[src/logic/conv_pkg.sv]
package conv_pkg;

  localparam int MAX_IMG   = 32;
  localparam int FIL       = 3;
  localparam int TAPS      = FIL * FIL;
  localparam int FRAC      = 8;
  localparam int PIX_W     = 16;
  localparam int ACC_W     = 40;
  localparam int DIM_W     = 6;
  localparam int MEM_AW    = $clog2(MAX_IMG);
  localparam int AXI_AW    = 8;
  localparam int AXI_DW    = 32;
  localparam int DRAIN_CYC = 4;
  localparam int DRAIN_W   = $clog2(DRAIN_CYC);

  // Pixels, weights and bias are Q8.8
  typedef logic signed [PIX_W-1:0]  pix_t;
  typedef logic signed [PIX_W-1:0]  coef_t;
  typedef logic signed [ACC_W-1:0]  acc_t;
  typedef logic        [DIM_W-1:0]  dim_t;
  typedef logic        [AXI_AW-1:0] addr_t;
  typedef logic        [AXI_DW-1:0] data_t;
  typedef logic        [AXI_DW/8-1:0] strb_t;

  localparam acc_t PIX_MAX = 40'sd32767;
  localparam acc_t PIX_MIN = -40'sd32768;

  localparam addr_t REG_CTRL     = 8'h00;
  localparam addr_t REG_STATUS   = 8'h04;
  localparam addr_t REG_IMG_SIZE = 8'h08;
  localparam addr_t REG_BIAS     = 8'h0C;
  localparam addr_t REG_W0       = 8'h10;

  typedef enum logic [1:0] {S_IDLE, S_SCAN, S_DRAIN} seq_state_e;

endpackage

[src/logic/pix_if.sv]
interface pix_if;
  import conv_pkg::*;

  logic valid;
  pix_t data;
  // Window is complete at this pixel
  logic win_ok;
  // Final pixel of the image
  logic last;
  // First pixel of a row, restarts the line buffer pointer
  logic col0;

  modport src (
    output valid,
    output data,
    output win_ok,
    output last,
    output col0
  );

  modport dst (
    input valid,
    input data,
    input win_ok,
    input last,
    input col0
  );

endinterface

[src/logic/line_buffer.sv]
module line_buffer (
  input  logic            clk,
  input  logic            xrst,
  pix_if.dst              pix,
  output logic            win_valid,
  output conv_pkg::pix_t  win [conv_pkg::TAPS],
  output logic            win_last
);
  import conv_pkg::*;

  // Row r-1 lives in mem_mid, row r-2 in mem_top
  pix_t               mem_mid [MAX_IMG];
  pix_t               mem_top [MAX_IMG];
  logic [MEM_AW-1:0]  wptr;
  logic [MEM_AW-1:0]  addr;
  pix_t               mid_px;
  pix_t               top_px;

  // Column 0 of every row goes to address 0
  assign addr   = pix.col0 ? '0 : wptr;
  assign mid_px = mem_mid[addr];
  assign top_px = mem_top[addr];

  always_ff @(posedge clk) begin
    if (!xrst)
      wptr <= '0;
    else if (pix.valid)
      wptr <= addr + 1'b1;
  end

  always_ff @(posedge clk) begin
    if (pix.valid) begin
      mem_top[addr] <= mid_px;
      mem_mid[addr] <= pix.data;
    end
  end

  // Window shifts left by one column per accepted pixel
  always_ff @(posedge clk) begin
    if (pix.valid) begin
      for (int r = 0; r < FIL; r++)
        for (int c = 0; c < FIL - 1; c++)
          win[r*FIL+c] <= win[r*FIL+c+1];
      win[FIL-1]   <= top_px;
      win[2*FIL-1] <= mid_px;
      win[TAPS-1]  <= pix.data;
    end
  end

  always_ff @(posedge clk) begin
    if (!xrst) begin
      win_valid <= 1'b0;
      win_last  <= 1'b0;
    end else begin
      win_valid <= pix.valid && pix.win_ok;
      win_last  <= pix.valid && pix.last;
    end
  end

endmodule

[src/flat_wrapper.sv]
// flat-port wrapper written by rule: the top's interface ports become plain ports
module line_buffer_flat import conv_pkg::*;
  (clk, xrst, win_valid, win, win_last, pix_valid, pix_data, pix_win_ok, pix_last, pix_col0);
  pix_if pix_i ();
  input  logic clk;
  input  logic xrst;
  output logic win_valid;
  output conv_pkg::pix_t win[conv_pkg::TAPS];
  output logic win_last;
  input wire logic [$bits(pix_i.valid)-1:0] pix_valid;
  input wire logic [$bits(pix_i.data)-1:0] pix_data;
  input wire logic [$bits(pix_i.win_ok)-1:0] pix_win_ok;
  input wire logic [$bits(pix_i.last)-1:0] pix_last;
  input wire logic [$bits(pix_i.col0)-1:0] pix_col0;
  assign pix_i.valid = pix_valid;
  assign pix_i.data = pix_data;
  assign pix_i.win_ok = pix_win_ok;
  assign pix_i.last = pix_last;
  assign pix_i.col0 = pix_col0;
  line_buffer u_core (.clk(clk), .xrst(xrst), .pix(pix_i), .win_valid(win_valid), .win(win), .win_last(win_last));
endmodule
[config.mk]
export PLATFORM = sky130hd
export DESIGN_NAME = line_buffer_flat
export DESIGN_NICKNAME = d
export VERILOG_FILES = /design/src/logic/conv_pkg.sv /design/src/logic/pix_if.sv /design/src/logic/line_buffer.sv /design/src/flat_wrapper.sv
export SDC_FILE = /design/constraint.sdc
export NUM_CORES = 1
export LEC_CHECK = 0
export BUFFER_PORTS_ARGS = -buffer_cell sky130_fd_sc_hd__buf_2
export CAP_MARGIN = 0
export CELL_PAD_IN_SITES_DETAIL_PLACEMENT = 0
export CELL_PAD_IN_SITES_GLOBAL_PLACEMENT = 1
export CORE_AREA = 3 3 416 212
export DETAILED_ROUTE_END_ITERATION = 8
export DIE_AREA = 0 0 419 215
export HOLD_SLACK_MARGIN = 0.05
export PLACE_DENSITY_LB_ADDON = 0.1
export SLEW_MARGIN = 10
export SYNTH_ARGS = -nofsm -noshare
export SYNTH_HDL_FRONTEND = slang
export SYNTH_SLANG_ARGS = --single-unit
export TNS_END_PERCENT = 100
[constraint.sdc]
create_clock -name clk -period 3.82 [get_ports clk]
set_input_delay 0 -clock clk [delete_from_list [all_inputs] [get_ports clk]]
set_output_delay 0 -clock clk [all_outputs]
set_load 0.05 [all_outputs]
# After elaboration in Yosys (flattened, before gate mapping)
# Memories as Yosys holds them, arrays and structs flattened. A register that Yosys moved wholly into a read port is not among the register bits.
# Index checks and enable logic that the tools add are counted.
[totals] ramBits=1024 in_bits=22 register_bits=135 n_memories=2 out_inout_bits=146
[memory_table] name="u_core.mem_mid" words=32 width=16 read_ports=1 rd_clocked_by_memory_dff=0 write_ports=1 line="line_buffer.sv:12" rtl="pix_t mem_mid [MAX_IMG];"
[memory_table] name="u_core.mem_top" words=32 width=16 read_ports=1 rd_clocked_by_memory_dff=1 write_ports=1 line="line_buffer.sv:13" rtl="pix_t mem_top [MAX_IMG];"
[op_classes] n_reduce_logical=2 addsub=1 n_mux=3
[ops] operator="$add 5x1->5 const B" n=1
[ops] operator="$mux 5" n=1
[ops] operator="$logic_and 1x1->1" n=2
[ops] operator="$mux 1" n=2

# Depth between registers and ports, before layout
[logic_depth] depth_word=2 depth_mapped=10

# Least setup slack after synthesis
# OpenSTA, ideal clock, no wires.
[synth_timing] path_type="reg-to-reg" startpoint="register u_core.wptr[1]" endpoint="memory u_core.mem_mid[15][0] (netlist name), enable pin" stages_incl_launch_ff=7 slack_ns=0.598 t_arrival_ns=2.799 required_time_ns=3.397 period_less_slack_ns=3.222 setup_time_ns=0.423 cell_sequence="dfxtp_1 -> nor2b_4 -> buf_2 -> buf_1 -> ha_1 -> nand2_1 -> nor2_1"
[synth_between] elab_chain_len=1
[synth_lines] item="start: declaration" line="line_buffer.sv:14" rtl="logic [MEM_AW-1:0] wptr;"
[synth_lines] item="start signal: assignment" line="line_buffer.sv:28" rtl="wptr <= addr + 1'b1;"
[synth_lines] item="$mux 5" line="line_buffer.sv:20" rtl="assign addr = pix.col0 ? '0 : wptr;"
[synth_lines] item="end: declaration" line="line_buffer.sv:12"
# No other way between the ends.

# Worst setup path in the final report
[layout_timing] startpoint="register u_core.wptr[1]" endpoint="memory u_core.mem_top[21][5] (netlist name), data pin"
[layout_between] elab_chain_len=2
[layout_lines] item="$mux 5" line="line_buffer.sv:20"
[layout_lines] item="$mem_v2 32x16"
[layout_lines] item="via u_core.mid_px[5]" line="line_buffer.sv:16" rtl="pix_t mid_px;"
[layout_lines] item="end: declaration" line="line_buffer.sv:13"
# The timed path passes the listed nets, and every way through them passes these cells.

==> flow_metrics.tcl <==
set metrics [dict create \
    worst_slew_pin_slew_ns 0.960 \
    drt_wl_total_um 126000 \
    fp.dieArea_sq_um 90100 \
    p_sw_share_pct 22.6 \
    syn-num-nets 2635 \
    drtAntennaViolNets 0 \
    max_slew_margin_pct 36.0 \
    mostFrequentLayoutCell "edfxtp_1" \
    cap_violations 0 \
    power_mw 26.9 \
    track_usage_pct 27.8 \
    vias_per_cell 6.40 \
    top_layer_used "met4" \
    power.share.sequential_pct 54.1 \
    drtIter0Drc 3402 \
    cts_setup_buffers 0 \
    setup_tns_ns 0 \
    avgSynthCellArea_sq_um 17.2 \
    wl_per_cell_um 30.9 \
    worst_setup_path_start_kind "flip-flop" \
    wl_met1_um 56800 \
    synthArstFlopShare_pct 0 \
    hold_viol 0 \
    clock.fmax_mhz 318 \
    setup_ws_ns 0.677 \
    power_density_nw_per_um2 522 \
    ctsHtreeMaxLevel 3 \
    pre_cts_slack_ns 0.717 \
    p_switching_mw 6.09 \
    fin_crit_sh_pct 82.3 \
    die_width_um 419 \
    synthesis.area_sq_um 44800 \
    hold-worst-slack_ns 0.215 \
    arrival_ns 3.54 \
    core_sq_um 84200 \
    grt_pass1_wl_um 180000 \
    clock-root-buffer "clkbuf_16" \
    grt_max_degree 103 \
    cts_tree "done" \
    grt_overflow 0 \
    slew_viol_final 0 \
    layout_common_cells "edfxtp_1 (1168), mux2i_1 (171), buf_2 (165), a22oi_1 (144), a211oi_1 (139)" \
    synthFlopType "edfxtp_1" \
    wl_met3_um 11200 \
    start_util_pct 53.2 \
    antenna_found_initial 1 \
    status "complete, no violations" \
    numCtsBuffers 101 \
    pwr-share-comb_pct 6.6 \
    synth_seq_cells 1175 \
    path_max_fanout 38 \
    layout.nets 2903 \
    clkTransAtPathRegs_ns 0.07 \
    synthCells 2609 \
    finalNonFillerCells 4082 \
    first_pass_iters 5 \
    peakVddDrop_mv 0.352 \
    seq_area_frac_synth_pct 78.6 \
    synth_warnings 0 \
    yosys.cell_types.count 54 \
    rows 75 \
    intPower_mw 20.8 \
    final.min_clock_period_ns 3.14 \
    die_height_um 215 \
    via_count 26100 \
    port_buffers 167 \
    drive_gt1_share_pct 19.3 \
    cts-resized-gates 0 \
    hp-class "in2reg" \
    worstSetupPathType "reg2reg" \
    wl_met2_um 55500 \
    critPathCaptureType "flip-flop" \
    power_frac_clock_pct 39.3 \
    first_global_vias 25000 \
    setup_viol 0 \
    p_leak_nw 16.8 \
    cts_sinks 1175 \
    insertion_delay_ns 0.70 \
    dp.cells 3863 \
    synth_edf_count 1168 \
    clockBufferDepth 3 \
    gp_congestion 0.825 \
    post-route-drc-count 0 \
    fillers 6220 \
    rsz0062_at_grt "no" \
    required_ns 4.22 \
    clock_skew_ns 0.0227 \
    ioPinCount 168 \
    syn_to_final_growth_pct 15.0 \
    hpwl_um 71900 \
]
-- power groups by stage --
stage / logic, mW / clock network, mW / registers [mW]
global route: 1.88 / 11.3 / 14.6
global placement: 1.74 / 0 / 14.8
detailed placement: 1.76 / 0 / 14.8
finish: 1.78 / 10.6 / 14.5
floorplan: 0.690 / 0 / 15.2
CTS: 1.78 / 10.7 / 14.6
-- critical path: stages, from the launching register on --
cell,delay [ns]
dfxtp_4,0.61
buf_12,0.30
buf_4,0.48
nor2b_1,0.10
a211oi_1,0.54
a211oi_1,0.10
a21oi_1,0.15
nand4_1,0.19
buf_4,0.30
-- what timing repair did --
item	in CTS	in global routing
endpoints found under the setup margin	0	0
hold buffers	27	0
hold endpoints to repair	555	0
-- synthesized netlist by cell type, drive strengths merged, types with 3 or more instances --
library cell,n,area (sq um)
a211o,11,96.3
nand3,75,375
nor2b,78,495
a211oi,139,1040
a32oi,8,70.1
a22oi,144,1080
nor2,40,150
a311oi,9,78.8
mux2,41,488
nor3,17,85.1
ha,4,50.1
nand2b,3,26.3
buf,113,648
inv,4,15.0
mux2i,171,1710
a21oi,133,666
o32ai,10,87.6
nand4,15,93.8
a221oi,54,536
and3,4,25.0
o21ai,36,180
a31oi,9,56.3
nor4,4,31.3
nand2,131,492
edfxtp,1168,35100
o221ai,13,114
or3,10,62.6
dfxtp,7,140
o22ai,74,463
clkbuf,70,263
-- routing by layer --
metal / GRT usage (%) / vias up
li1: - / 11100
met5: 0 / -
met2: 40.8 / 1271
met3: 4.93 / 152
met4: 5.78 / 0
met1: 43.9 / 13600
-- sequential cells by signal, summed over array words and instances (netlist names) --
signal,flops
u_core.mem_top,512
u_core.wptr,5
u_core.win_last,1
u_core.mem_mid,512
u_core.win_valid,1
u_core.win,144
-- per-stage QoR --
step / utilization, % / cell area, sq um
2_1_floorplan: - / 44800
3_5_place_dp: 56.9 / 47900
4_1_cts: 61.2 / 51500
6_report: 61.2 / 51500
5_1_grt: 61.2 / 51500
3_3_place_gp: 56.9 / 47900
-- area by class of cell --
cell class	count	area [sq um]	area share (%)
Inverter	5	23.8	0.0461
Clock buffer	125	2660	5.16
Sequential cell	1175	35200	68.4
Tap cell	1116	1400	2.71
Timing Repair Buffer	348	2520	4.90
Multi-Input combinational cell	1246	8990	17.4
Antenna cell	3	7.51	0.0146
Clock inverter	64	696	1.35
-- path summary, 6_finish.rpt --
path | startpoint | to | slack, ns | cells after the start
setup reg to reg | u_core.wptr[1] | u_core.mem_top[21][5] | 0.68 | 8
setup / recovery | u_core.wptr[1] | u_core.mem_top[21][5] | 0.68 | 8
hold reg to reg | u_core.win[122] | u_core.win[138] | 0.44 | 0
hold / removal | xrst | u_core.wptr[3] | 0.21 | 3
-- cells by family (layout without fill, tap and decap cells) --
logic type / after synthesis / in the layout / synth area share [%]
buf+inv: 188 / 542 / 2.07
flops: 1175 / 1175 / 78.6
other cells: 0 / 3 / 0
compound gates: 643 / 643 / 10.0
mux: 212 / 212 / 4.91
fa+ha+maj: 4 / 4 / 0.112
simple gates: 387 / 387 / 4.28
No activity file was read; power rests on OpenSTA's default activity.
