--- config.mk ---
export PLATFORM = sky130hd
export DESIGN_NAME = conv_seq_flat
export DESIGN_NICKNAME = d
export VERILOG_FILES = /design/src/logic/conv_pkg.sv /design/src/logic/pix_if.sv /design/src/logic/conv_seq.sv /design/src/flat_wrapper.sv
export SDC_FILE = /design/constraint.sdc
export NUM_CORES = 1
export LEC_CHECK = 0
export BUFFER_PORTS_ARGS = -buffer_cell sky130_fd_sc_hd__buf_2
export CORE_UTILIZATION = 52
export CTS_CLUSTER_DIAMETER = 200
export DETAILED_ROUTE_END_ITERATION = 16
export HOLD_SLACK_MARGIN = 0.12
export PLACE_DENSITY = 0.86
export SKIP_CTS_REPAIR_TIMING = 1
export SYNTH_ARGS = -nofsm -noshare
export SYNTH_HDL_FRONTEND = slang
export SYNTH_SLANG_ARGS = --single-unit
--- constraint.sdc ---
create_clock -name clk -period 2.5 [get_ports clk]
set_clock_uncertainty 0.15 [all_clocks]
set_input_delay 0.25 -clock clk [delete_from_list [all_inputs] [get_ports clk]]
set_output_delay 0.25 -clock clk [all_outputs]
set_load 0.01 [all_outputs]
--- src/logic/conv_pkg.sv ---
package conv_pkg;

  localparam int MAX_IMG   = 32;
  localparam int FIL       = 3;
  localparam int TAPS      = FIL * FIL;
  localparam int FRAC      = 8;
  localparam int PIX_W     = 16;
  localparam int ACC_W     = 40;
  localparam int DIM_W     = 6;
  localparam int MEM_AW    = $clog2(MAX_IMG);
  localparam int AXI_AW    = 8;
  localparam int AXI_DW    = 32;
  localparam int DRAIN_CYC = 4;
  localparam int DRAIN_W   = $clog2(DRAIN_CYC);

  // Pixels, weights and bias are Q8.8
  typedef logic signed [PIX_W-1:0]  pix_t;
  typedef logic signed [PIX_W-1:0]  coef_t;
  typedef logic signed [ACC_W-1:0]  acc_t;
  typedef logic        [DIM_W-1:0]  dim_t;
  typedef logic        [AXI_AW-1:0] addr_t;
  typedef logic        [AXI_DW-1:0] data_t;
  typedef logic        [AXI_DW/8-1:0] strb_t;

  localparam acc_t PIX_MAX = 40'sd32767;
  localparam acc_t PIX_MIN = -40'sd32768;

  localparam addr_t REG_CTRL     = 8'h00;
  localparam addr_t REG_STATUS   = 8'h04;
  localparam addr_t REG_IMG_SIZE = 8'h08;
  localparam addr_t REG_BIAS     = 8'h0C;
  localparam addr_t REG_W0       = 8'h10;

  typedef enum logic [1:0] {S_IDLE, S_SCAN, S_DRAIN} seq_state_e;

endpackage

--- src/logic/pix_if.sv ---
interface pix_if;
  import conv_pkg::*;

  logic valid;
  pix_t data;
  // Window is complete at this pixel
  logic win_ok;
  // Final pixel of the image
  logic last;
  // First pixel of a row, restarts the line buffer pointer
  logic col0;

  modport src (
    output valid,
    output data,
    output win_ok,
    output last,
    output col0
  );

  modport dst (
    input valid,
    input data,
    input win_ok,
    input last,
    input col0
  );

endinterface

--- src/logic/conv_seq.sv ---
module conv_seq (
  input  logic            clk,
  input  logic            xrst,
  input  logic            start,
  input  conv_pkg::dim_t  img_size,
  input  logic            in_valid,
  input  conv_pkg::pix_t  in_data,
  output logic            in_ready,
  pix_if.src              pix,
  output logic            busy,
  output logic            done_pulse
);
  import conv_pkg::*;

  seq_state_e           state;
  dim_t                 size_r;
  dim_t                 col;
  dim_t                 row;
  logic [DRAIN_W-1:0]   drain_cnt;
  logic                 accept;
  logic                 col_end;
  logic                 row_end;
  logic                 drain_end;

  assign in_ready  = state == S_SCAN;
  assign accept    = in_valid && in_ready;
  assign col_end   = col == size_r - 1'b1;
  assign row_end   = row == size_r - 1'b1;
  assign drain_end = drain_cnt == DRAIN_W'(DRAIN_CYC - 1);

  assign busy       = state != S_IDLE;
  assign done_pulse = state == S_DRAIN && drain_end;

  // Drain covers the pipeline behind the last pixel
  always_ff @(posedge clk) begin
    if (!xrst) begin
      state     <= S_IDLE;
      drain_cnt <= '0;
    end else begin
      case (state)
        S_IDLE: begin
          if (start)
            state <= S_SCAN;
        end
        S_SCAN: begin
          if (accept && col_end && row_end) begin
            state     <= S_DRAIN;
            drain_cnt <= '0;
          end
        end
        S_DRAIN: begin
          if (drain_end)
            state <= S_IDLE;
          else
            drain_cnt <= drain_cnt + 1'b1;
        end
        default: state <= S_IDLE;
      endcase
    end
  end

  // Raster scan counters, held while in_valid is low
  always_ff @(posedge clk) begin
    if (!xrst) begin
      size_r <= '0;
      col    <= '0;
      row    <= '0;
    end else if (state == S_IDLE && start) begin
      size_r <= img_size;
      col    <= '0;
      row    <= '0;
    end else if (accept) begin
      if (col_end) begin
        col <= '0;
        row <= row_end ? '0 : row + 1'b1;
      end else begin
        col <= col + 1'b1;
      end
    end
  end

  always_ff @(posedge clk) begin
    if (!xrst) begin
      pix.valid  <= 1'b0;
      pix.win_ok <= 1'b0;
      pix.last   <= 1'b0;
      pix.col0   <= 1'b0;
    end else begin
      pix.valid  <= accept;
      pix.win_ok <= accept && col >= dim_t'(FIL - 1) && row >= dim_t'(FIL - 1);
      pix.last   <= accept && col_end && row_end;
      pix.col0   <= accept && col == '0;
    end
  end

  always_ff @(posedge clk) begin
    if (accept)
      pix.data <= in_data;
  end

endmodule

--- src/flat_wrapper.sv ---
// flat-port wrapper written by rule: the top's interface ports become plain ports
module conv_seq_flat import conv_pkg::*;
  (clk, xrst, start, img_size, in_valid, in_data, in_ready, busy, done_pulse, pix_valid, pix_data, pix_win_ok, pix_last, pix_col0);
  pix_if pix_i ();
  input  logic clk;
  input  logic xrst;
  input  logic start;
  input  conv_pkg::dim_t img_size;
  input  logic in_valid;
  input  conv_pkg::pix_t in_data;
  output logic in_ready;
  output logic busy;
  output logic done_pulse;
  output wire logic [$bits(pix_i.valid)-1:0] pix_valid;
  output wire logic [$bits(pix_i.data)-1:0] pix_data;
  output wire logic [$bits(pix_i.win_ok)-1:0] pix_win_ok;
  output wire logic [$bits(pix_i.last)-1:0] pix_last;
  output wire logic [$bits(pix_i.col0)-1:0] pix_col0;
  assign pix_valid = pix_i.valid;
  assign pix_data = pix_i.data;
  assign pix_win_ok = pix_i.win_ok;
  assign pix_last = pix_i.last;
  assign pix_col0 = pix_i.col0;
  conv_seq u_core (.clk(clk), .xrst(xrst), .start(start), .img_size(img_size), .in_valid(in_valid), .in_data(in_data), .in_ready(in_ready), .pix(pix_i), .busy(busy), .done_pulse(done_pulse));
endmodule
Word level (Yosys, flattened, before mapping)
Index checks and enable logic that the tools add are counted.

storage, ports and cells
  output and inout port bits = 23
  input port bits = 26
  bits in registers = 42

cells by class
  $add $sub $neg = 4
  $lt $le $gt $ge = 2
  equality and inequality tests = 9
  muxes and demuxes = 9
  bitwise operators = 1
  reduce and logical (&&, ||, !) cells = 16

operator list
  cell                                                  number
  adder 6 x 1 -> 6 bit (second input constant)          2
  == test 6 bit                                         2
  >= comparator 6 x 2 -> 1 bit (second input constant)  2
  2-to-1 mux 6 bit                                      2
  2-to-1 mux 2 bit                                      5
  logical AND 1 bit                                     8
  logical NOT 6 bit                                     1
  != test 2 bit (second input constant)                 3
  case mux 2 bit (3 select lines)                       1
  AND reduction 3 bit                                   2
  subtractor 6 x 1 -> 6 bit (second input constant)     1
  == test 2 bit (second input constant)                 2
  case mux 2 bit (2 select lines)                       1
  nonzero test 2 bit                                    2
  adder 2 x 1 -> 2 bit (second input constant)          1
  == test 2 x 1 -> 1 bit (second input constant)        1
  logical NOT 2 bit                                     1
  != test 2 x 1 -> 1 bit (second input constant)        1
  AND reduction 2 bit                                   1
  OR reduction 2 bit                                    1
  inverter 1 bit                                        1

Logic depth before layout (Yosys ltp)
  depth after elaboration = 6
  depth in mapped cells = 8
  gate-level depth less buffers = 8

Worst setup path after synthesis
No wires, ideal clock.

  path kind = flip-flop to flip-flop
  start point = reg u_core.size_r[0]
  end point = reg u_core.state[0]
  cell stages (with the launch flop) = 9
  required time = 2.232 ns
  buffers on the path = 0
  setup time = 0.118 ns
  slack = 0.393 ns
  period minus slack after synthesis = 2.107 ns
  data arrival time = 1.839 ns
  path through = dfxtp_1 -> inv_1 -> ha_1 -> or3b_4 -> xnor2_2 -> nor3_1 -> o2111ai_2 -> a21oi_1 -> nor2_1

on the way
  word-level cells in the longest chain between the ends = 6
  elaborated cells between the ends (all ways) = 7
  classes of those cells = add/sub: 1; eq/ne: 3; reduce/logical: 3

RTL lines
  item                             line                            RTL
  from (decl)                      conv_seq.sv:16                  dim_t size_r;
  from (signal assigned)           conv_seq.sv:69                  size_r <= img_size;
  subtractor 6 x 1 -> 6 bit *      conv_seq.sv:27, conv_seq.sv:28
  == test 6 bit                    conv_seq.sv:27                  assign col_end = col == size_r - 1'b1;
  logical AND 1 bit                conv_seq.sv:46                  if (accept && col_end && row_end) begin
  logical AND 1 bit *              conv_seq.sv:46
  != test 2 bit (no line) *        -
  AND reduction 3 bit (no line) *  -
  to (signal assigned)             conv_seq.sv:43                  state <= S_SCAN;
  to (signal assigned)             conv_seq.sv:47                  state <= S_DRAIN;
  to (signal assigned)             conv_seq.sv:53                  state <= S_IDLE;
  to (decl)                        conv_seq.sv:15                  seq_state_e state;

Mark *: on every way between the ends. The rest lies on a longest branch, timed or not.
A chain may end at the register's enable or synchronous reset.

Worst setup path after layout
Same ends and word-level chain as after synthesis.

==> reports/qor.yml <==
status:
  status: "finished, final reports clean"
route:
  antenna_left: 0
  wirelength_mm: 3.90
  drt_iter0_markers: 63
  drc: 0
  via_count: 1476
  vias_per_cell: 5.02
  wl_per_cell_um: 13.3
  first_pass_iters: 4
yosys:
  yosys.area_share.simple_pct: 22.3
  avgSynthCellArea_um2: 11.1
  synth-edff-count: 16
  synth_warnings: 0
  synth_top_cell_by_area: "dfxtp_1"
  ys_async_sr_fraction_pct: 0
  seq_area_frac_synth_pct: 51.9
  syn_nets: 206
  synth_top_family_by_area: "simple AND/OR/NAND/NOR gates"
  post_synth_num_cell_types: 41
  muxShareOfSynthArea_pct: 0
  synth_area_leaders: "dfxtp_1 27%, edfxtp_1 25%, xnor2_1 7.3%"
  synth_compound_area_share_pct: 5.45
  synth-xor-area-share_pct: 13.6
  yosysTopAreaCellShare_pct: 27.0
  ys_ff_latch: 42
  syn_area_um2: 1930
  synth_adder_area_share_pct: 4.54
  syn_inst: 173
  ys.flop_type: "dfxtp_1"
global_routing:
  grt_pass1_wl_mm: 5.78
  grt_max_degree: 24
  grt_remaining_overflow: 0
  grt_antenna_before_repair: 0
  grt_pass1_vias: 1237
  grt.total_usage_pct: 19.2
pwr:
  p_per_area_nw_per_um2: 528
  vdd_drop_max_v: 0.000298
  p_leak_nw: 1.07
sta:
  finalCritPeriodShare_pct: 92.0
  grt_setup_unrepaired: "no"
  worst_pin_slew_ps: 388
  finalSetupViolCount: 0
  fmax_ghz: 0.435
  layout_min_cycle_time_ps: 2300
  fin_ws_ps: 200
  setup_tns_ps: 0
  slew_viol_final: 0
  slew_headroom_pct: 74.1
  hold_viol_final: 0
setup_path:
  reg2reg_depth: 8
  cp.required_ps: 2530
  path_max_fanout: 6
  r2r_end: "u_core.state[0]$_SDFFE_PN0P_"
  crit_path_start_kind: "flop"
  path_class: "reg2reg"
  arrival_ps: 2330
  rrSetupSlack_ps: 200
  r2r_start: "u_core.size_r[0]$_SDFFE_PN0P_"
  end_kind: "flop"
floorplan:
  die_w_um: 62.9
  io_pins: 49
  dieArea_um2: 3960
  initial_core_util_pct: 56.0
  die_height_um: 62.9
  core.rowCount: 21
  core_um2: 3440
placed_design:
  gp_congestion: 0.885
  place_ws_ps: 219
  portBuffers: 48
  dp_hpwl_mm: 2.61
worst_hold_path:
  hold-path-endpoint: "u_core.state[1]$_SDFFE_PN0P_"
  worstHoldStart: "start"
  hp-class: "in2reg"
  min_path_cells: 3
cells_and_area:
  layout_common_cells: "48 x buf_2, 26 x dfxtp_1, 22 x dlygate4sd3_1"
  fin_nets: 281
  drive_gt1_share_pct: 28.6
  final_common_cell: "buf_2"
  register_area_um2: 1000
  multiInputGateArea_um2: 885
  antenna_cells: 0
  areaGrowthSynthToFinish_pct: 30.7
  fill_cells: 256
clock_tree:
  htreeDepth: 2
  clock_latency_ps: 290
  cts_tree: "yes"
  numCtsBuffers: 5
  cts.sinks: 42
  cts_root_buf: "clkbuf_8"
  clk_path_buf_depth: 2
  path_clk_slew_ps: 70
job:
  drv_cap: 0
per-stage QoR:
step / hold slack (ps) / cells / cell area, um2 / total power, W / utilization (%)
after floorplan: 199 / 173 / 1930 / 0.000870 / -
after global placement: 276 / 265 / 2220 / 0.000916 / 64.5
after detailed placement: 278 / 265 / 2220 / 0.000921 / 64.5
after CTS: -27.2 / 272 / 2300 / 0.00131 / 66.8
after global routing: 158 / 294 / 2520 / 0.00139 / 73.2
final: 137 / 294 / 2520 / 0.00133 / 73.2
worst max-delay path by stage:
stage	to	startpoint	slack (ps)
2_1_floorplan	u_core.state[0]$_SDFFE_PN0P_	u_core.size_r[0]$_SDFFE_PN0P_	390
3_3_place_gp	u_core.row[1]$_SDFFE_PP0P_	u_core.size_r[0]$_SDFFE_PN0P_	300
3_5_place_dp	u_core.state[0]$_SDFFE_PN0P_	u_core.size_r[0]$_SDFFE_PN0P_	220
4_1_cts	u_core.state[0]$_SDFFE_PN0P_	u_core.size_r[0]$_SDFFE_PN0P_	210
5_1_grt	u_core.state[0]$_SDFFE_PN0P_	u_core.size_r[0]$_SDFFE_PN0P_	40
6_report	u_core.state[0]$_SDFFE_PN0P_	u_core.size_r[0]$_SDFFE_PN0P_	200
logic make-up (layout without fill, tap and decap cells):
kind of cell / after synthesis / count (layout)
AOI/OAI and AO/OA: 18 / 18
DFF: 42 / 42
buffers and inverters: 11 / 86
adders and majority gates: 7 / 7
and+or+nand+nor: 69 / 69
xor gates and xnor gates: 26 / 26
state kept, by name (all words and copies together), names as in the netlist:
name               flops
u_core.size_r          6
u_core.pix.col0        1
u_core.state           2
u_core.pix.last        1
u_core.drain_cnt       2
u_core.pix.valid       1
u_core.pix.win_ok      1
u_core.row             6
u_core.col             6
u_core.pix.data       16
cells in the mapped netlist, drive strengths merged (2+ instances only):
| library cell | number |
|---|---|
| nand3 | 7 |
| and3 | 4 |
| nand4 | 4 |
| nor2b | 3 |
| clkbuf | 2 |
| nor4 | 2 |
| xnor2 | 17 |
| inv | 7 |
| xor2 | 7 |
| edfxtp | 16 |
| nor3 | 4 |
| xnor3 | 2 |
| nand2 | 16 |
| dfxtp | 26 |
| and2 | 4 |
| a21oi | 14 |
| and3b | 2 |
| nor2 | 14 |
| ha | 7 |
| or3b | 3 |
report_power, final:
| group | internal [W] | total, W | switching (W) |
|---|---|---|---|
| sequential | 0.000731 | 0.000746 | 0.0000156 |
| clock | 0.000187 | 0.000396 | 0.000209 |
| combinational | 0.0000961 | 0.000189 | 0.0000927 |
critical path, cell delays in order (launching register included):
cell	delay, ps
dfxtp_1	390
inv_1	90
ha_1	220
or3b_4	430
xnor2_2	180
nor3_1	220
o2111ai_2	250
a21oi_1	210
nor2_1	60
metal layers:
metal	GRT usage [%]	vias to the layer above	wire length, um
li1	-	745	-
met1	24.3	668	1700
met2	30.5	57	1900
met3	4.93	6	230
met4	8.72	0	64
met5	0	-	0
final cells by class:
| class | count | area share (%) |
|---|---|---|
| sequential | 42 | 39.7 |
| tap | 46 | 2.28 |
| multi-input combinational | 120 | 35.1 |
| clock buffer | 5 | 2.73 |
| timing repair buffer | 71 | 18.6 |
| inverter | 8 | 1.19 |
| clock inverter | 2 | 0.397 |
Power figures use the tool's default switching activity.
