===== src/logic/conv_pkg.sv =====
package conv_pkg;

  localparam int MAX_IMG   = 32;
  localparam int FIL       = 3;
  localparam int TAPS      = FIL * FIL;
  localparam int FRAC      = 8;
  localparam int PIX_W     = 16;
  localparam int ACC_W     = 40;
  localparam int DIM_W     = 6;
  localparam int MEM_AW    = $clog2(MAX_IMG);
  localparam int AXI_AW    = 8;
  localparam int AXI_DW    = 32;
  localparam int DRAIN_CYC = 4;
  localparam int DRAIN_W   = $clog2(DRAIN_CYC);

  // Pixels, weights and bias are Q8.8
  typedef logic signed [PIX_W-1:0]  pix_t;
  typedef logic signed [PIX_W-1:0]  coef_t;
  typedef logic signed [ACC_W-1:0]  acc_t;
  typedef logic        [DIM_W-1:0]  dim_t;
  typedef logic        [AXI_AW-1:0] addr_t;
  typedef logic        [AXI_DW-1:0] data_t;
  typedef logic        [AXI_DW/8-1:0] strb_t;

  localparam acc_t PIX_MAX = 40'sd32767;
  localparam acc_t PIX_MIN = -40'sd32768;

  localparam addr_t REG_CTRL     = 8'h00;
  localparam addr_t REG_STATUS   = 8'h04;
  localparam addr_t REG_IMG_SIZE = 8'h08;
  localparam addr_t REG_BIAS     = 8'h0C;
  localparam addr_t REG_W0       = 8'h10;

  typedef enum logic [1:0] {S_IDLE, S_SCAN, S_DRAIN} seq_state_e;

endpackage


===== src/logic/csr_axil.sv =====
module csr_axil (
  input  logic              clk,
  input  logic              xrst,
  input  conv_pkg::addr_t   s_awaddr,
  input  logic              s_awvalid,
  output logic              s_awready,
  input  conv_pkg::data_t   s_wdata,
  input  conv_pkg::strb_t   s_wstrb,
  input  logic              s_wvalid,
  output logic              s_wready,
  output logic [1:0]        s_bresp,
  output logic              s_bvalid,
  input  logic              s_bready,
  input  conv_pkg::addr_t   s_araddr,
  input  logic              s_arvalid,
  output logic              s_arready,
  output conv_pkg::data_t   s_rdata,
  output logic [1:0]        s_rresp,
  output logic              s_rvalid,
  input  logic              s_rready,
  input  logic              busy,
  input  logic              done_pulse,
  output logic              start,
  output conv_pkg::dim_t    img_size,
  output conv_pkg::coef_t   weights [conv_pkg::TAPS],
  output conv_pkg::coef_t   bias
);
  import conv_pkg::*;

  logic  aw_rdy;
  logic  wr_en;
  logic  rd_en;
  logic  done;
  data_t rd_word;

  function automatic coef_t merge16(input coef_t old_val, input data_t d, input strb_t s);
    coef_t r;
    r = old_val;
    if (s[0]) r[7:0] = d[7:0];
    if (s[1]) r[15:8] = d[15:8];
    return r;
  endfunction

  // Keep the image side within what the line buffer can hold
  function automatic dim_t clamp_size(input data_t d);
    if (d > data_t'(MAX_IMG))
      return dim_t'(MAX_IMG);
    if (d < data_t'(FIL))
      return dim_t'(FIL);
    return d[DIM_W-1:0];
  endfunction

  // Address and data are taken together in a single beat
  assign s_awready = aw_rdy;
  assign s_wready  = aw_rdy;
  assign s_bresp   = 2'b00;
  assign wr_en     = aw_rdy && s_awvalid && s_wvalid;

  always_ff @(posedge clk) begin
    if (!xrst) begin
      aw_rdy   <= 1'b0;
      s_bvalid <= 1'b0;
    end else begin
      aw_rdy <= !aw_rdy && !s_bvalid && s_awvalid && s_wvalid;
      if (wr_en)
        s_bvalid <= 1'b1;
      else if (s_bready)
        s_bvalid <= 1'b0;
    end
  end

  always_ff @(posedge clk) begin
    if (!xrst) begin
      img_size <= dim_t'(FIL);
      bias     <= '0;
      for (int i = 0; i < TAPS; i++)
        weights[i] <= '0;
    end else if (wr_en) begin
      if (s_awaddr == REG_IMG_SIZE && s_wstrb[0])
        img_size <= clamp_size(s_wdata);
      if (s_awaddr == REG_BIAS)
        bias <= merge16(bias, s_wdata, s_wstrb);
      for (int i = 0; i < TAPS; i++)
        if (s_awaddr == REG_W0 + addr_t'(4 * i))
          weights[i] <= merge16(weights[i], s_wdata, s_wstrb);
    end
  end

  // A start while a run is in progress is dropped
  always_ff @(posedge clk) begin
    if (!xrst) begin
      start <= 1'b0;
      done  <= 1'b0;
    end else begin
      start <= wr_en && s_awaddr == REG_CTRL && s_wstrb[0] && s_wdata[0] && !busy;
      if (start)
        done <= 1'b0;
      else if (done_pulse)
        done <= 1'b1;
    end
  end

  assign s_arready = !s_rvalid;
  assign s_rresp   = 2'b00;
  assign rd_en     = s_arvalid && s_arready;

  always_comb begin
    rd_word = '0;
    if (s_araddr == REG_STATUS)
      rd_word = data_t'({done, busy});
    else if (s_araddr == REG_IMG_SIZE)
      rd_word = data_t'(img_size);
    else if (s_araddr == REG_BIAS)
      rd_word = {{(AXI_DW - PIX_W){1'b0}}, bias};
    for (int i = 0; i < TAPS; i++)
      if (s_araddr == REG_W0 + addr_t'(4 * i))
        rd_word = {{(AXI_DW - PIX_W){1'b0}}, weights[i]};
  end

  always_ff @(posedge clk) begin
    if (!xrst)
      s_rvalid <= 1'b0;
    else if (rd_en)
      s_rvalid <= 1'b1;
    else if (s_rready)
      s_rvalid <= 1'b0;
  end

  always_ff @(posedge clk) begin
    if (rd_en)
      s_rdata <= rd_word;
  end

endmodule


===== config.mk =====
export PLATFORM = sky130hd
export DESIGN_NAME = csr_axil
export DESIGN_NICKNAME = d
export VERILOG_FILES = /design/src/logic/conv_pkg.sv /design/src/logic/csr_axil.sv
export SDC_FILE = /design/constraint.sdc
export NUM_CORES = 1
export LEC_CHECK = 0
export BUFFER_PORTS_ARGS = -buffer_cell sky130_fd_sc_hd__clkbuf_2
export CORE_MARGIN = 5
export CORE_UTILIZATION = 52
export CTS_CLUSTER_SIZE = 10
export DETAILED_ROUTE_END_ITERATION = 8
export GPL_TIMING_DRIVEN = 0
export PLACE_DENSITY_LB_ADDON = 0.25
export SETUP_SLACK_MARGIN = 0.4
export SYNTH_ARGS = -nofsm -noshare
export SYNTH_HDL_FRONTEND = slang
export SYNTH_SLANG_ARGS = --single-unit

===== constraint.sdc =====
create_clock -name clk -period 3.1 [get_ports clk]
set_clock_uncertainty 0.2 [all_clocks]
set_input_delay 0.31 -clock clk [delete_from_list [all_inputs] [get_ports clk]]
set_output_delay 0.31 -clock clk [all_outputs]
set_load 0.005 [all_outputs]

Word-level counts from Yosys, hierarchy flattened
Cells that the tools add are included.

Magnitude comparators: 2. Equality and inequality tests: 23. Multiplexer cells: 29. Reductions and logical operators: 41. Bitwise operators: 1.

Operators by type and width (number): 2-to-1 mux 16 bit (12); equality test 8 x 6 -> 1 bit (second input constant) (10); equality test 8 x 5 -> 1 bit (second input constant) (8); AND reduction 3 bit (20); equality test 8 x 4 -> 1 bit (second input constant) (4); greater-than comparator 32 x 6 -> 1 bit (second input constant) (1); < comparator 32 x 2 -> 1 bit (second input constant) (1); 2-to-1 mux 6 bit (4); 2-to-1 mux 1 bit (13); logical AND 1 bit (11); OR reduction 11 bit (1); equality test 8 x 3 -> 1 bit (second input constant) (1); zero test 8 bit (1); zero test 1 bit (4); nonzero test 2 bit (2); AND reduction 2 bit (1); OR reduction 2 bit (1); NOT 1 bit (1).

Bits in registers: 203.

Longest topological paths before layout
Gate-level depths: netlist (run 1).

Depth in word-level cells: 13. Depth in mapped cells: 8. Gate-level depth less buffers: 5.

Worst setup path before layout (run 1)
No wires, ideal clock.

Path kind: input -> register. From: input s_awaddr[4]. To: register img_size[0]. Stages: 6. Path buffers: 2. Slack: 616 ps. Arrival: 2205 ps. Required time: 2821 ps. Cells stage by stage: buf_2 -> or4_4 -> or3b_1 -> buf_6 -> or4_4 -> o211ai_1.

Cells in the longest elaborated chain, start to end: 3.

Ends and longest elaborated chain: start: declaration (RTL line csr_axil.sv:4) `input conv_pkg::addr_t s_awaddr,`; equality test 8 x 4 -> 1 bit (RTL line csr_axil.sv:79) `if (s_awaddr == REG_IMG_SIZE && s_wstrb[0])`; logical AND 1 bit (RTL line csr_axil.sv:79); AND reduction 2 bit (no line); end signal: assignment (RTL line csr_axil.sv:74) `img_size <= dim_t'(FIL);`; end signal: assignment (RTL line csr_axil.sv:80) `img_size <= clamp_size(s_wdata);`; end: declaration (RTL line csr_axil.sv:24) `output conv_pkg::dim_t img_size,`.

Every way passes these cells. A chain may end at the register's enable or synchronous reset.

Final worst setup path (run 1)
From: input s_araddr[5]. To: register s_rdata[2], data pin.

Cells in the longest elaborated chain, start to end: 13. Elaborated cells on any way between the ends: 24.

Ends and longest elaborated chain: start: declaration (RTL line csr_axil.sv:14) `input conv_pkg::addr_t s_araddr,`; equality test 8 x 4 -> 1 bit (RTL line csr_axil.sv:113) `else if (s_araddr == REG_BIAS)`; 2-to-1 mux 16 bit (RTL line csr_axil.sv:113); 2-to-1 mux 16 bit (RTL line csr_axil.sv:111) `else if (s_araddr == REG_IMG_SIZE)`; 2-to-1 mux 16 bit (RTL line csr_axil.sv:109) `if (s_araddr == REG_STATUS)`; 2-to-1 mux 16 bit (8 in series) (RTL line csr_axil.sv:116) `if (s_araddr == REG_W0 + addr_t'(4 * i))`; 2-to-1 mux 16 bit * (RTL line csr_axil.sv:116); via rd_word[2] (RTL line csr_axil.sv:34) `data_t rd_word;`; end signal: assignment (RTL line csr_axil.sv:131) `s_rdata <= rd_word;`; end: declaration (RTL line csr_axil.sv:17) `output conv_pkg::data_t s_rdata,`.

The timed path passes the listed nets; every way through them passes the cells marked *.

==> results by group, run 1 <==
Timing
  – Number of setup violations in the final report: 0
  – Fin worst setup slack: 405.4 ps
  – Worst rel slew slack: ~22%
  – Tcrit/Tclk final: just under 90%
  – Max-slew violations: 0
  – RSZ-0062 raised after global routing: true
  – Tightest Pin Transition: 1154 ps
  – Max Fclk: around 370 MHz
  – Fin crit period: roughly 2700 ps
  – Final hold vios: 0

GRT
  – All-Layer GR Usage: ~33%
  – Congestion Overflow GR: 0
  – Largest net degree at the start of global routing: 17
  – Vias in the first global route: approximately 9000
  – Initial antenna violation count: 1
  – Global-route wire length before repair: between 50000 and 60000 um

Synthesis
  – Flops & latches, synth: approximately 190
  – EDFF count, synth: 16
  – Yosys cell types: 60
  – Syn_area_per_cell: roughly 9 sq um
  – Share of Yosys cell area claimed by the top area cell type: a little under two fifths
  – Top FF cell, synth: dfxtp_1
  – Cell Area, Synth: ~0.009 sq mm
  – Commonest cells in the netlist: 171 x dfxtp_1, 108 x nand2_1, 97 x nor2b_1
  – Post-synthesis sequential area ratio: a little over two fifths
  – Area contributors post-synth: dfxtp_1 38%, mux2i_1 10%, nor2b_1 6.7%, a21boi_0 6.0%, edfxtp_1 5.3%
  – Post-synthesis async set-or-reset flop share: 0%
  – Synth area leader: dfxtp_1
  – Most frequent cell after synthesis: dfxtp_1
  – YS warnings: 0
  – Syn Inst Count: around 990

Placement
  – GP Congestion: between 0.9 and 1
  – Buffers on Ports: roughly 240
  – Pre-CTS WS: -392.8 ps
  – DP HPWL: 25080 um

Clock tree
  – Clock Tree Buf Depth: 2
  – Root Driver: clkbuf_16
  – Clock Pin Slew Worst Setup and Hold Paths: 70 ps
  – Num CTS Buffers: 17
  – Worst-skew pair later-pin latency: between 400 and 500 ps
  – Setup Fix Bufs, Post-CTS: 0
  – CTS tree: done
  – Clock sink count: roughly 190
  – H-tree Lvls: 4

Pwr
  – Sw Ratio: between 20% and 30%
  – Comb power frac: under 10%
  – Clk pwr share: ~44%
  – Pwr Density: roughly 450 mW/mm^2
  – P_int: just under 0.004 W
  – Net Sw Power: ~0.0012 W
  – Leakage: roughly 4.7 nW
  – Max VDD drop: between 0.4 and 0.5 mV
  – Sequential Power Share: approximately 48%

Floorplanning
  – Die Y-Extent: around 140 um
  – Die area: 0.02016 sq mm
  – Die width: roughly 140 um
  – Core footprint: between 0.015 and 0.02 sq mm
  – FP Rows: between 40 and 50
  – Starting Density: a little over half
  – IO Count: 269

Detailed routing
  – Via count: 9072
  – Drc violations: 0
  – DRT antenna net count: 0
  – 1st-pass router iterations: 5
  – Vias per inst: between 5 and 6
  – Avg WL per Cell: around 22 um
  – Iter 0 DRT Violations: ~1100
  – Routed wire length: approximately 34000 um

Setup path
  – Crit path to: s_rdata[2]
  – Worst r2r src: s_awready
  – Worst setup SP type: primary input
  – Cell depth of the worst flop-to-flop path: 5
  – Crit path max fanout: 10
  – Worst EP required: just over 3000 ps
  – Reg2Reg Capture Point: weights[9]
  – R2R Setup Slk: 550 ps
  – CP Class: primary input to flop
  – Crit path from: s_araddr[5]
  – CP endpoint kind: flop
  – Worst Path Arrival: between 2000 and 3000 ps

Layout
  – Finished Core Util: around two thirds
  – Layout cells sized above 1: about a quarter
  – Fill cells: roughly 1500
  – Final net count: 1346
  – Area grow syn2layout: 25.72%

Min path
  – Hold Crit Class: primary input to flop
  – Hold Path Cell Cnt: 3

Job
  – Max-cap violations: 0

Status
  – Outcome: finished clean
## per-stage QoR
step	instances	cell area, sq um	power, W	setup TNS (ps)	hold WS [ps]
floorplan	1012	9130	0.002715	0	221.6
global route	1524	11380	0.005225	0	32.01
finish	1526	11390	0.005121	0	15.92
global placement	1479	10620	0.002873	-4158	223.3
CTS	1523	11370	0.005093	0	16.02
detailed placement	1480	10640	0.002881	-4163	238.0
## power by group through the flow
stage	Combinational, W	Clock (W)	Sequential, W
after global routing	0.000417	0.00235	0.00245
final	0.000397	0.00227	0.00245
after CTS	0.000385	0.00225	0.00245
after floorplan	0.000204	0	0.00251
after detailed placement	0.000371	0	0.00251
after global placement	0.000363	0	0.00251
## cells by family after synthesis
| family | synth area share, % |
|---|---|
| and+or+nand+nor | 22.49 |
| muxes | 12.49 |
| DFF | 43.09 |
| buffers and inverters | 5.566 |
| AOI/OAI and AO/OA | 16.33 |
| other | 0.04140 |
## cells in the final DEF, fill, tap and decap left out, types with 16 or more instances in the layout
cell type,synthesis,layout
dfxtp_1,171,171
nor2_1,28,25
nand3_1,78,78
buf_4,21,21
o21ai_0,24,24
nor4_1,17,16
nand2_1,108,108
mux2i_1,95,95
clkbuf_2,0,248
nor2b_1,97,96
a21oi_1,20,20
conb_1,1,20
clkbuf_16,0,18
edfxtp_1,16,16
a21boi_0,73,73
o22ai_1,18,18
clkbuf_1,73,69
## cell type report
type / instances / area, sq um / share of cell area [%]
diodes: 3 / 7.507 / 0.06592
multi-input cells: 717 / 4745 / 41.66
inverters: 3 / 11.26 / 0.09888
repair buffers: 254 / 1336 / 11.73
flip-flops and latches: 187 / 3904 / 34.28
clock inverters: 10 / 115.1 / 1.011
plain buffers: 105 / 503.0 / 4.417
clock buffers: 22 / 485.5 / 4.263
well taps: 225 / 281.5 / 2.472
## flip-flops by register name, indices dropped and copies added, names as in the netlist, 6 cells and up
name	flops
img_size	6
s_rdata	16
weights	144
bias	16
## critical path, stage by stage
cell and delay [ps]:
clkbuf_2 130, or4b_1 670, or3_1 390, clkbuf_1 230
clkbuf_1 370, o211ai_1 330, o221ai_1 210
## worst min-delay path by stage
stage / from / slack [ps] / to
after floorplan: start / 220 / done
after global placement: s_bvalid / 220 / s_awready
after detailed placement: start / 240 / done
after CTS: s_wdata[1] / 20 / weights[17]
after global routing: s_wdata[0] / 30 / weights[80]
final: s_wdata[0] / 20 / weights[16]
## timing repair
item                                    CTS  global route
endpoints found under the setup margin   20            31
pin swaps                                 0             0
hold buffers                             11             0
resized for setup                         8             8
endpoints found under the hold margin     8             0
## routing by layer
metal  vias to the layer above  wire, um  global-route usage (%)
li1                       4121         -                       -
met1                      4259     13100                   41.93
met2                       582     15820                   53.74
met3                       110      3456                   6.082
met4                         0      1684                   16.57
met5                         -         0                       0
Power figures use the tool's default switching activity.
==> inputs of run 2 (changes only) <==
--- a/config.mk
+++ b/config.mk
@@ -12,6 +12,7 @@
 export DETAILED_ROUTE_END_ITERATION = 8
 export GPL_TIMING_DRIVEN = 0
 export PLACE_DENSITY_LB_ADDON = 0.25
+export REMOVE_ABC_BUFFERS = 1
 export SETUP_SLACK_MARGIN = 0.4
 export SYNTH_ARGS = -nofsm -noshare
 export SYNTH_HDL_FRONTEND = slang
==> run 2 against run 1 <==
  * Routed wire length fell by 10%
  * Combinational power fell by 14%
  * Total power fell by 2.0%
  * Sequential power barely moved
  * Hold slack improved by 88 ps
  * Via count fell by 6.1%
  * Die area did not move
  * First-iteration DRC count fell by 26%
  * Flip-flop and latch count did not move
  * Critical endpoint is now s_rdata[10]
  * Largest cell class unchanged
  * Highest routed layer unchanged
==> results by group, run 2 (same netlist as run 1, synthesis figures left out) <==
Status
  – Outcome: finished clean

Clock tree
  – Clock sink count: 187 (unchanged)
  – Num CTS Buffers: 17 (unchanged)
  – H-tree Lvls: 4 (unchanged)
  – CTS tree: done
  – Clock Pin Slew Worst Setup and Hold Paths: 70 ps (about the same)
  – Root Driver: clkbuf_16
  – Clock Tree Buf Depth: 2 (unchanged)
  – Worst-skew pair later-pin latency: 420 ps (-20 ps)

Setup path
  – CP Class: primary input to flop
  – Slowest CP cell: nor4_4
  – Worst setup SP type: primary input
  – Largest stage delay on the critical path: 610 ps (-60 ps)
  – Worst EP required: 3170 ps (+120 ps)
  – Worst Path Arrival: 2730 ps (+90 ps)
  – CP Cell Sequence: clkbuf_4 > nor4_4 > and2_1 > a221o_1 > o211ai_1 > a31oi_1
  – Crit path max fanout: 72 (+62)
  – CP endpoint kind: flop

Layout
  – Finished Core Util: 64.71% (-1.6 points)
  – Most common cell after layout, fill and taps aside: clkbuf_2
  – Fill cells: 1524 (+2.6%)
  – Largest register by flop count: weights
  – Area grow syn2layout: 22.71%
  – Final net count: 1260 (-6.4%)
  – Max reg flops: 144 (unchanged)
  – Commonest non-fill, non-tap cells in the layout: 243 x clkbuf_2, 171 x dfxtp_1, 108 x nand2_1, 95 x mux2i_1, 95 x nor2b_1
  – Largest regs: weights: 144 flops, bias: 16 flops, s_rdata: 16 flops
  – Layout cells sized above 1: 27.81% (+1.1 points)

Pwr
  – Pwr Density: 451.4 mW/mm^2 (+0.37%)
  – Clk pwr share: 44.3% (about the same)
  – Leakage: 4.557 nW (-3.0%)
  – Sw Ratio: 23.25% (-1.1 points)
  – Sequential Power Share: 48.9% (+1.0 points)
  – P_int: 0.003851 W (-0.64%)
  – Tot Pwr: 0.005017 W (-2.0%)
  – Net Sw Power: 0.001166 W (-6.4%)
  – Max VDD drop: 0.3745 mV (-8.1%)
  – Comb power frac: 6.8% (-1.0 points)

Detailed routing
  – 1st-pass router iterations: 5 (unchanged)
  – Drc violations: 0 (unchanged)
  – DRT antenna net count: 0 (unchanged)
  – Iter 0 DRT Violations: 822 (-26%)
  – Vias per inst: 5.926 (-0.33%)
  – Avg WL per Cell: 21.31 um (-4.5%)
  – Via count: 8521 (-6.1%)
  – Routed wire length: 30650 um (-10%)

GRT
  – Vias in the first global route: 8133 (-7.1%)
  – Largest net degree at the start of global routing: 175 (+158)
  – Congestion Overflow GR: 0 (unchanged)
  – Global-route wire length before repair: 46230 um (-8.9%)
  – All-Layer GR Usage: 29.40% (-3.5 points)
  – Initial antenna violation count: 1 (unchanged)

Floorplanning
  – FP Rows: 48 (unchanged)
  – IO Count: 269 (unchanged)
  – Starting Density: 52.74% (unchanged)
  – Die area: 0.02016 sq mm (unchanged)
  – Die Y-Extent: 142.0 um (unchanged)
  – Core footprint: 0.01718 sq mm (unchanged)
  – Die width: 142.0 um (unchanged)

Timing
  – Tightest Pin Transition: 1026 ps (-127.1 ps)
  – Worst rel slew slack: 31.57% (+9.1 points)
  – Number of setup violations in the final report: 0 (unchanged)
  – RSZ-0062 raised after global routing: false
  – Fin crit period: 2655 ps (-39.71 ps)
  – Max Fclk: 376.7 MHz (+1.5%)
  – Max-slew violations: 0 (unchanged)
  – Fin worst setup slack: 445.1 ps (+39.71 ps)
  – Final hold vios: 0 (unchanged)
  – Tcrit/Tclk final: 85.64% (-1.3 points)

Job
  – Max-cap violations: 0 (unchanged)

Placement
  – Pre-CTS WS: -1337 ps (-944.1 ps)
  – DP HPWL: 20080 um (-20%)
  – GP Congestion: 0.8328 (-14%)
  – Buffers on Ports: 246 (+1.7%)

Min path
  – Hold Crit Class: primary input to flop
==> run 2: changes by cell type in the layout (fill, tap and decap cells not counted), sizes merged <==
cell	previous run	this run
inv	4	5
dlygate4sd3	11	8
clkinv	4	5
nand4	7	8
clkinvlp	3	1
buf	33	18
clkbuf	337	268
diode	3	1
==> run 2: power by group through the flow <==
stage	Clock [W]	Sequential [W]	Combinational, W
floorplan	0	0.00251	0.000111
global placement	0	0.00251	0.000310
detailed placement	0	0.00251	0.000317
CTS	0.00223	0.00246	0.000333
global route	0.00232	0.00246	0.000363
finish	0.00222	0.00245	0.000340
==> run 2: per-stage QoR <==
step | setup TNS, ps | instances | hold slack, ps | cell area (sq um)
2_1_floorplan | -7993 | 907 | 198.9 | 8637
3_3_place_gp | -147410 | 1378 | 221.4 | 10150
3_5_place_dp | -30150 | 1385 | 226.7 | 10280
4_1_cts | 0 | 1433 | 86.97 | 11070
5_1_grt | 0 | 1438 | 124.2 | 11120
6_report | 0 | 1438 | 103.7 | 11120
==> run 2: final timing paths <==
check / startpoint / endpoint / slack [ps] / depth (start not counted)
setup / recovery: s_araddr[2] / s_rdata[10] / 450 / 6
hold / removal: s_awaddr[3] / weights[122] / 100 / 4
setup reg to reg: s_awready / img_size[0] / 540 / 4
hold reg to reg: s_bvalid / s_awready / 240 / 1
==> run 2: worst max-delay path: cells and delay by family <==
kind	cells	cell delay [ps]
buffers and inverters	1	530
AOI/OAI and AO/OA	3	690
and+or+nand+nor	2	1150
==> run 2: layout make-up <==
type | instances | area [sq um] | share of cell area (%)
antenna | 1 | 2.502 | 0.02251
clock buffer | 22 | 485.5 | 4.367
clock inverter | 10 | 111.4 | 1.002
inverter | 3 | 11.26 | 0.1013
multi-input combinational | 718 | 4830 | 43.45
sequential | 187 | 3904 | 35.12
tap | 225 | 281.5 | 2.533
timing repair buffer | 272 | 1490 | 13.41
==> run 2: repair_timing <==
item                                    CTS  global route
hold buffers                              8             0
gates cloned                              1             0
hold endpoints to repair                  5             0
pin swaps                                 3             2
buffers inserted                          7             4
endpoints found under the setup margin   80            64
resized for setup                        13             3
==> run 2: layer usage <==
metal	vias to the layer above	GRT usage (%)	share of wire (%)
met4	0	12.93	4.0
met2	442	45.17	45
met1	4051	40.61	42
met3	75	5.410	8.6
met5	-	0	0
li1	3953	-	-
==> inputs of run 3 (changes only) <==
--- a/config.mk
+++ b/config.mk
@@ -7,7 +7,7 @@
 export LEC_CHECK = 0
 export BUFFER_PORTS_ARGS = -buffer_cell sky130_fd_sc_hd__clkbuf_2
 export CORE_MARGIN = 5
-export CORE_UTILIZATION = 52
+export CORE_UTILIZATION = 50
 export CTS_CLUSTER_SIZE = 10
 export DETAILED_ROUTE_END_ITERATION = 8
 export GPL_TIMING_DRIVEN = 0
==> run 3 against run 2 <==
  * Via count down 0.58%
  * Die area up 3.7%
  * Non-clock buffer count is 3 lower
  * Count of clock-buffer cells in the layout shrank 2
  * Routed wire length down 0.32%
  * Total power decreased by 3.6%
  * Critical path type unchanged
==> results by group, run 3 (same netlist as run 1, synthesis figures left out) <==
Status
  – Outcome: finished clean

Detailed routing
  – DRT antenna net count: 0 (unchanged)
  – Drc violations: 0 (unchanged)
  – Iter 0 DRT Violations: 768 (-6.6%)
  – 1st-pass router iterations: 6 (+1)
  – Via count: 8472 (-0.58%)
  – Avg WL per Cell: 21.20 um (-0.53%)
  – Routed wire length: 30550 um (-0.32%)
  – Vias per inst: 5.879 (-0.78%)

Timing
  – Worst rel slew slack: 31.73% (+0.16 points)
  – Fin worst setup slack: 478.3 ps (+33.13 ps)
  – Tcrit/Tclk final: 84.57% (-1.1 points)
  – Max Fclk: 381.4 MHz (+1.3%)
  – Fin crit period: 2622 ps (-33.13 ps)
  – Tightest Pin Transition: 1024 ps (-2.393 ps)
  – Number of setup violations in the final report: 0 (unchanged)
  – Final hold vios: 0 (unchanged)
  – Max-slew violations: 0 (unchanged)
  – RSZ-0062 raised after global routing: true

Pwr
  – Leakage: 4.513 nW (-0.95%)
  – Max VDD drop: 0.3969 mV (+6.0%)
  – Pwr Density: 437.8 mW/mm^2 (-3.0%)

Floorplanning
  – Core footprint: 0.01790 sq mm (+4.2%)
  – Die Y-Extent: 144.6 um (+1.8%)
  – IO Count: 269 (unchanged)
  – FP Rows: 49 (+2.1%)
  – Die width: 144.6 um (+1.8%)
  – Starting Density: 50.60% (-2.1 points)
  – Die area: 0.02091 sq mm (+3.7%)

Setup path
  – Worst EP required: 3170 ps (about the same)
  – Cell depth of the worst flop-to-flop path: 4 (unchanged)
  – Crit path from: s_araddr[2]
  – CP endpoint kind: flop
  – Worst Path Arrival: 2690 ps (-40 ps)
  – R2R Setup Slk: 550 ps (about the same)
  – Reg2Reg Capture Point: img_size[0]
  – Worst setup SP type: primary input
  – CP Class: primary input to flop
  – Crit path max fanout: 72 (unchanged)
  – Crit path to: s_rdata[3]
  – Worst r2r src: s_awready

GRT
  – All-Layer GR Usage: 28.27% (-1.1 points)
  – Initial antenna violation count: 3 (+2)
  – Vias in the first global route: 7695 (-5.4%)
  – Global-route wire length before repair: 45240 um (-2.2%)
  – Largest net degree at the start of global routing: 175 (unchanged)
  – Congestion Overflow GR: 0 (unchanged)

Placement
  – Buffers on Ports: 246 (unchanged)
  – DP HPWL: 20030 um (-0.28%)
  – Pre-CTS WS: -1358 ps (-21.45 ps)
  – Placed cell areas: 0.01027 sq mm (about the same)
  – GP Congestion: 0.8882 (+6.7%)

Layout
  – Area grow syn2layout: 21.93%
  – Post-route design area: 0.01105 sq mm (-0.63%)
  – Layout cells sized above 1: 27.63% (-0.18 points)
  – Final net count: 1257 (-0.24%)
  – Largest register by flop count: weights
  – Largest regs: weights: 144 flops, bias: 16 flops, s_rdata: 16 flops
  – Max reg flops: 144 (unchanged)
  – Commonest non-fill, non-tap cells in the layout: 243 x clkbuf_2, 171 x dfxtp_1, 108 x nand2_1, 95 x mux2i_1, 95 x nor2b_1
  – Most common cell after layout, fill and taps aside: clkbuf_2

Clock tree
  – H-tree Lvls: 4 (unchanged)
  – Worst-skew pair later-pin latency: 430 ps (about the same)
  – Root Driver: clkbuf_16
  – Clock Pin Slew Worst Setup and Hold Paths: 70 ps (about the same)
  – Num CTS Buffers: 17 (unchanged)
  – Clock Tree Buf Depth: 2 (unchanged)
  – Clock sink count: 187 (unchanged)
  – CTS tree: done

Job
  – Max-cap violations: 0 (unchanged)

Min path
  – Hold Crit Class: primary input to flop
[run 3: changes by cell type in the layout (fill, tap and decap cells not counted), moves of 2 or more]
| cell | before | now |
|---|---|---|
| clkbuf_8 | 3 | 1 |
| clkinv_2 | 2 | 5 |
| diode_2 | 1 | 3 |
| buf_4 | 13 | 11 |
[run 3: worst min path at each step]
stage                startpoint           end  slack [ps]  depth (start not counted)
detailed placement     s_bvalid     s_awready         250                          1
floorplan                  xrst   img_size[0]         200                          1
global placement       s_bvalid     s_awready         230                          1
global route        s_awaddr[0]  weights[123]         120                          4
CTS                 s_awaddr[3]  weights[123]          80                          4
finish              s_awaddr[3]  weights[123]          90                          4
[run 3: what timing repair did]
item,4_1_cts,5_1_grt
endpoints found under the setup margin,64,87
hold buffers,8,0
gates cloned,1,0
buffers inserted,6,3
resized for setup,8,8
pin swaps,3,3
endpoints found under the hold margin,5,0
[run 3: metrics by stage]
stage                     cells  utilization, %  TNS (ps)  hold slack [ps]  power [W]
after global placement     1382           56.72   -158650            231.8   0.002822
after detailed placement   1388           57.39    -25160            247.2   0.002828
final                      1441           61.70         0            94.43   0.004835
after global routing       1441           61.70         0            116.7   0.004995
after CTS                  1435           61.34         0            80.42   0.004847
after floorplan             907               -     -7993            198.9   0.002622
[run 3: critical path, cell delays in order]
cell and delay [ps]:
clkbuf_4 760, nand2b_2 660, o21a_1 200, o211ai_1 100
a221o_1 390, a21oi_1 200
[run 3: cell type report]
cell class | count | area [sq um]
Antenna cell | 3 | 7.507
Clock buffer | 20 | 436.7
Clock inverter | 12 | 100.1
Fill cell | 1598 | 6857
Inverter | 3 | 11.26
Multi-Input combinational cell | 718 | 4840
Sequential cell | 187 | 3904
Tap cell | 229 | 286.5
Timing Repair Buffer | 269 | 1460
[run 3: metal layers]
metal	routed length, um	track usage [%]	part of all wire [%]	up-vias
met5	0	0	0	-
met4	959	11.73	3.1	0
met3	2671	5.126	8.7	54
met2	13760	41.72	45	420
met1	13160	40.72	43	4063
li1	-	-	-	3935
[run 3: where the power goes]
group	switching, W	internal (W)
sequential	0.00000607	0.00245
clock	0.000938	0.00110
combinational	0.000220	0.000122
total	0.00116	0.00367
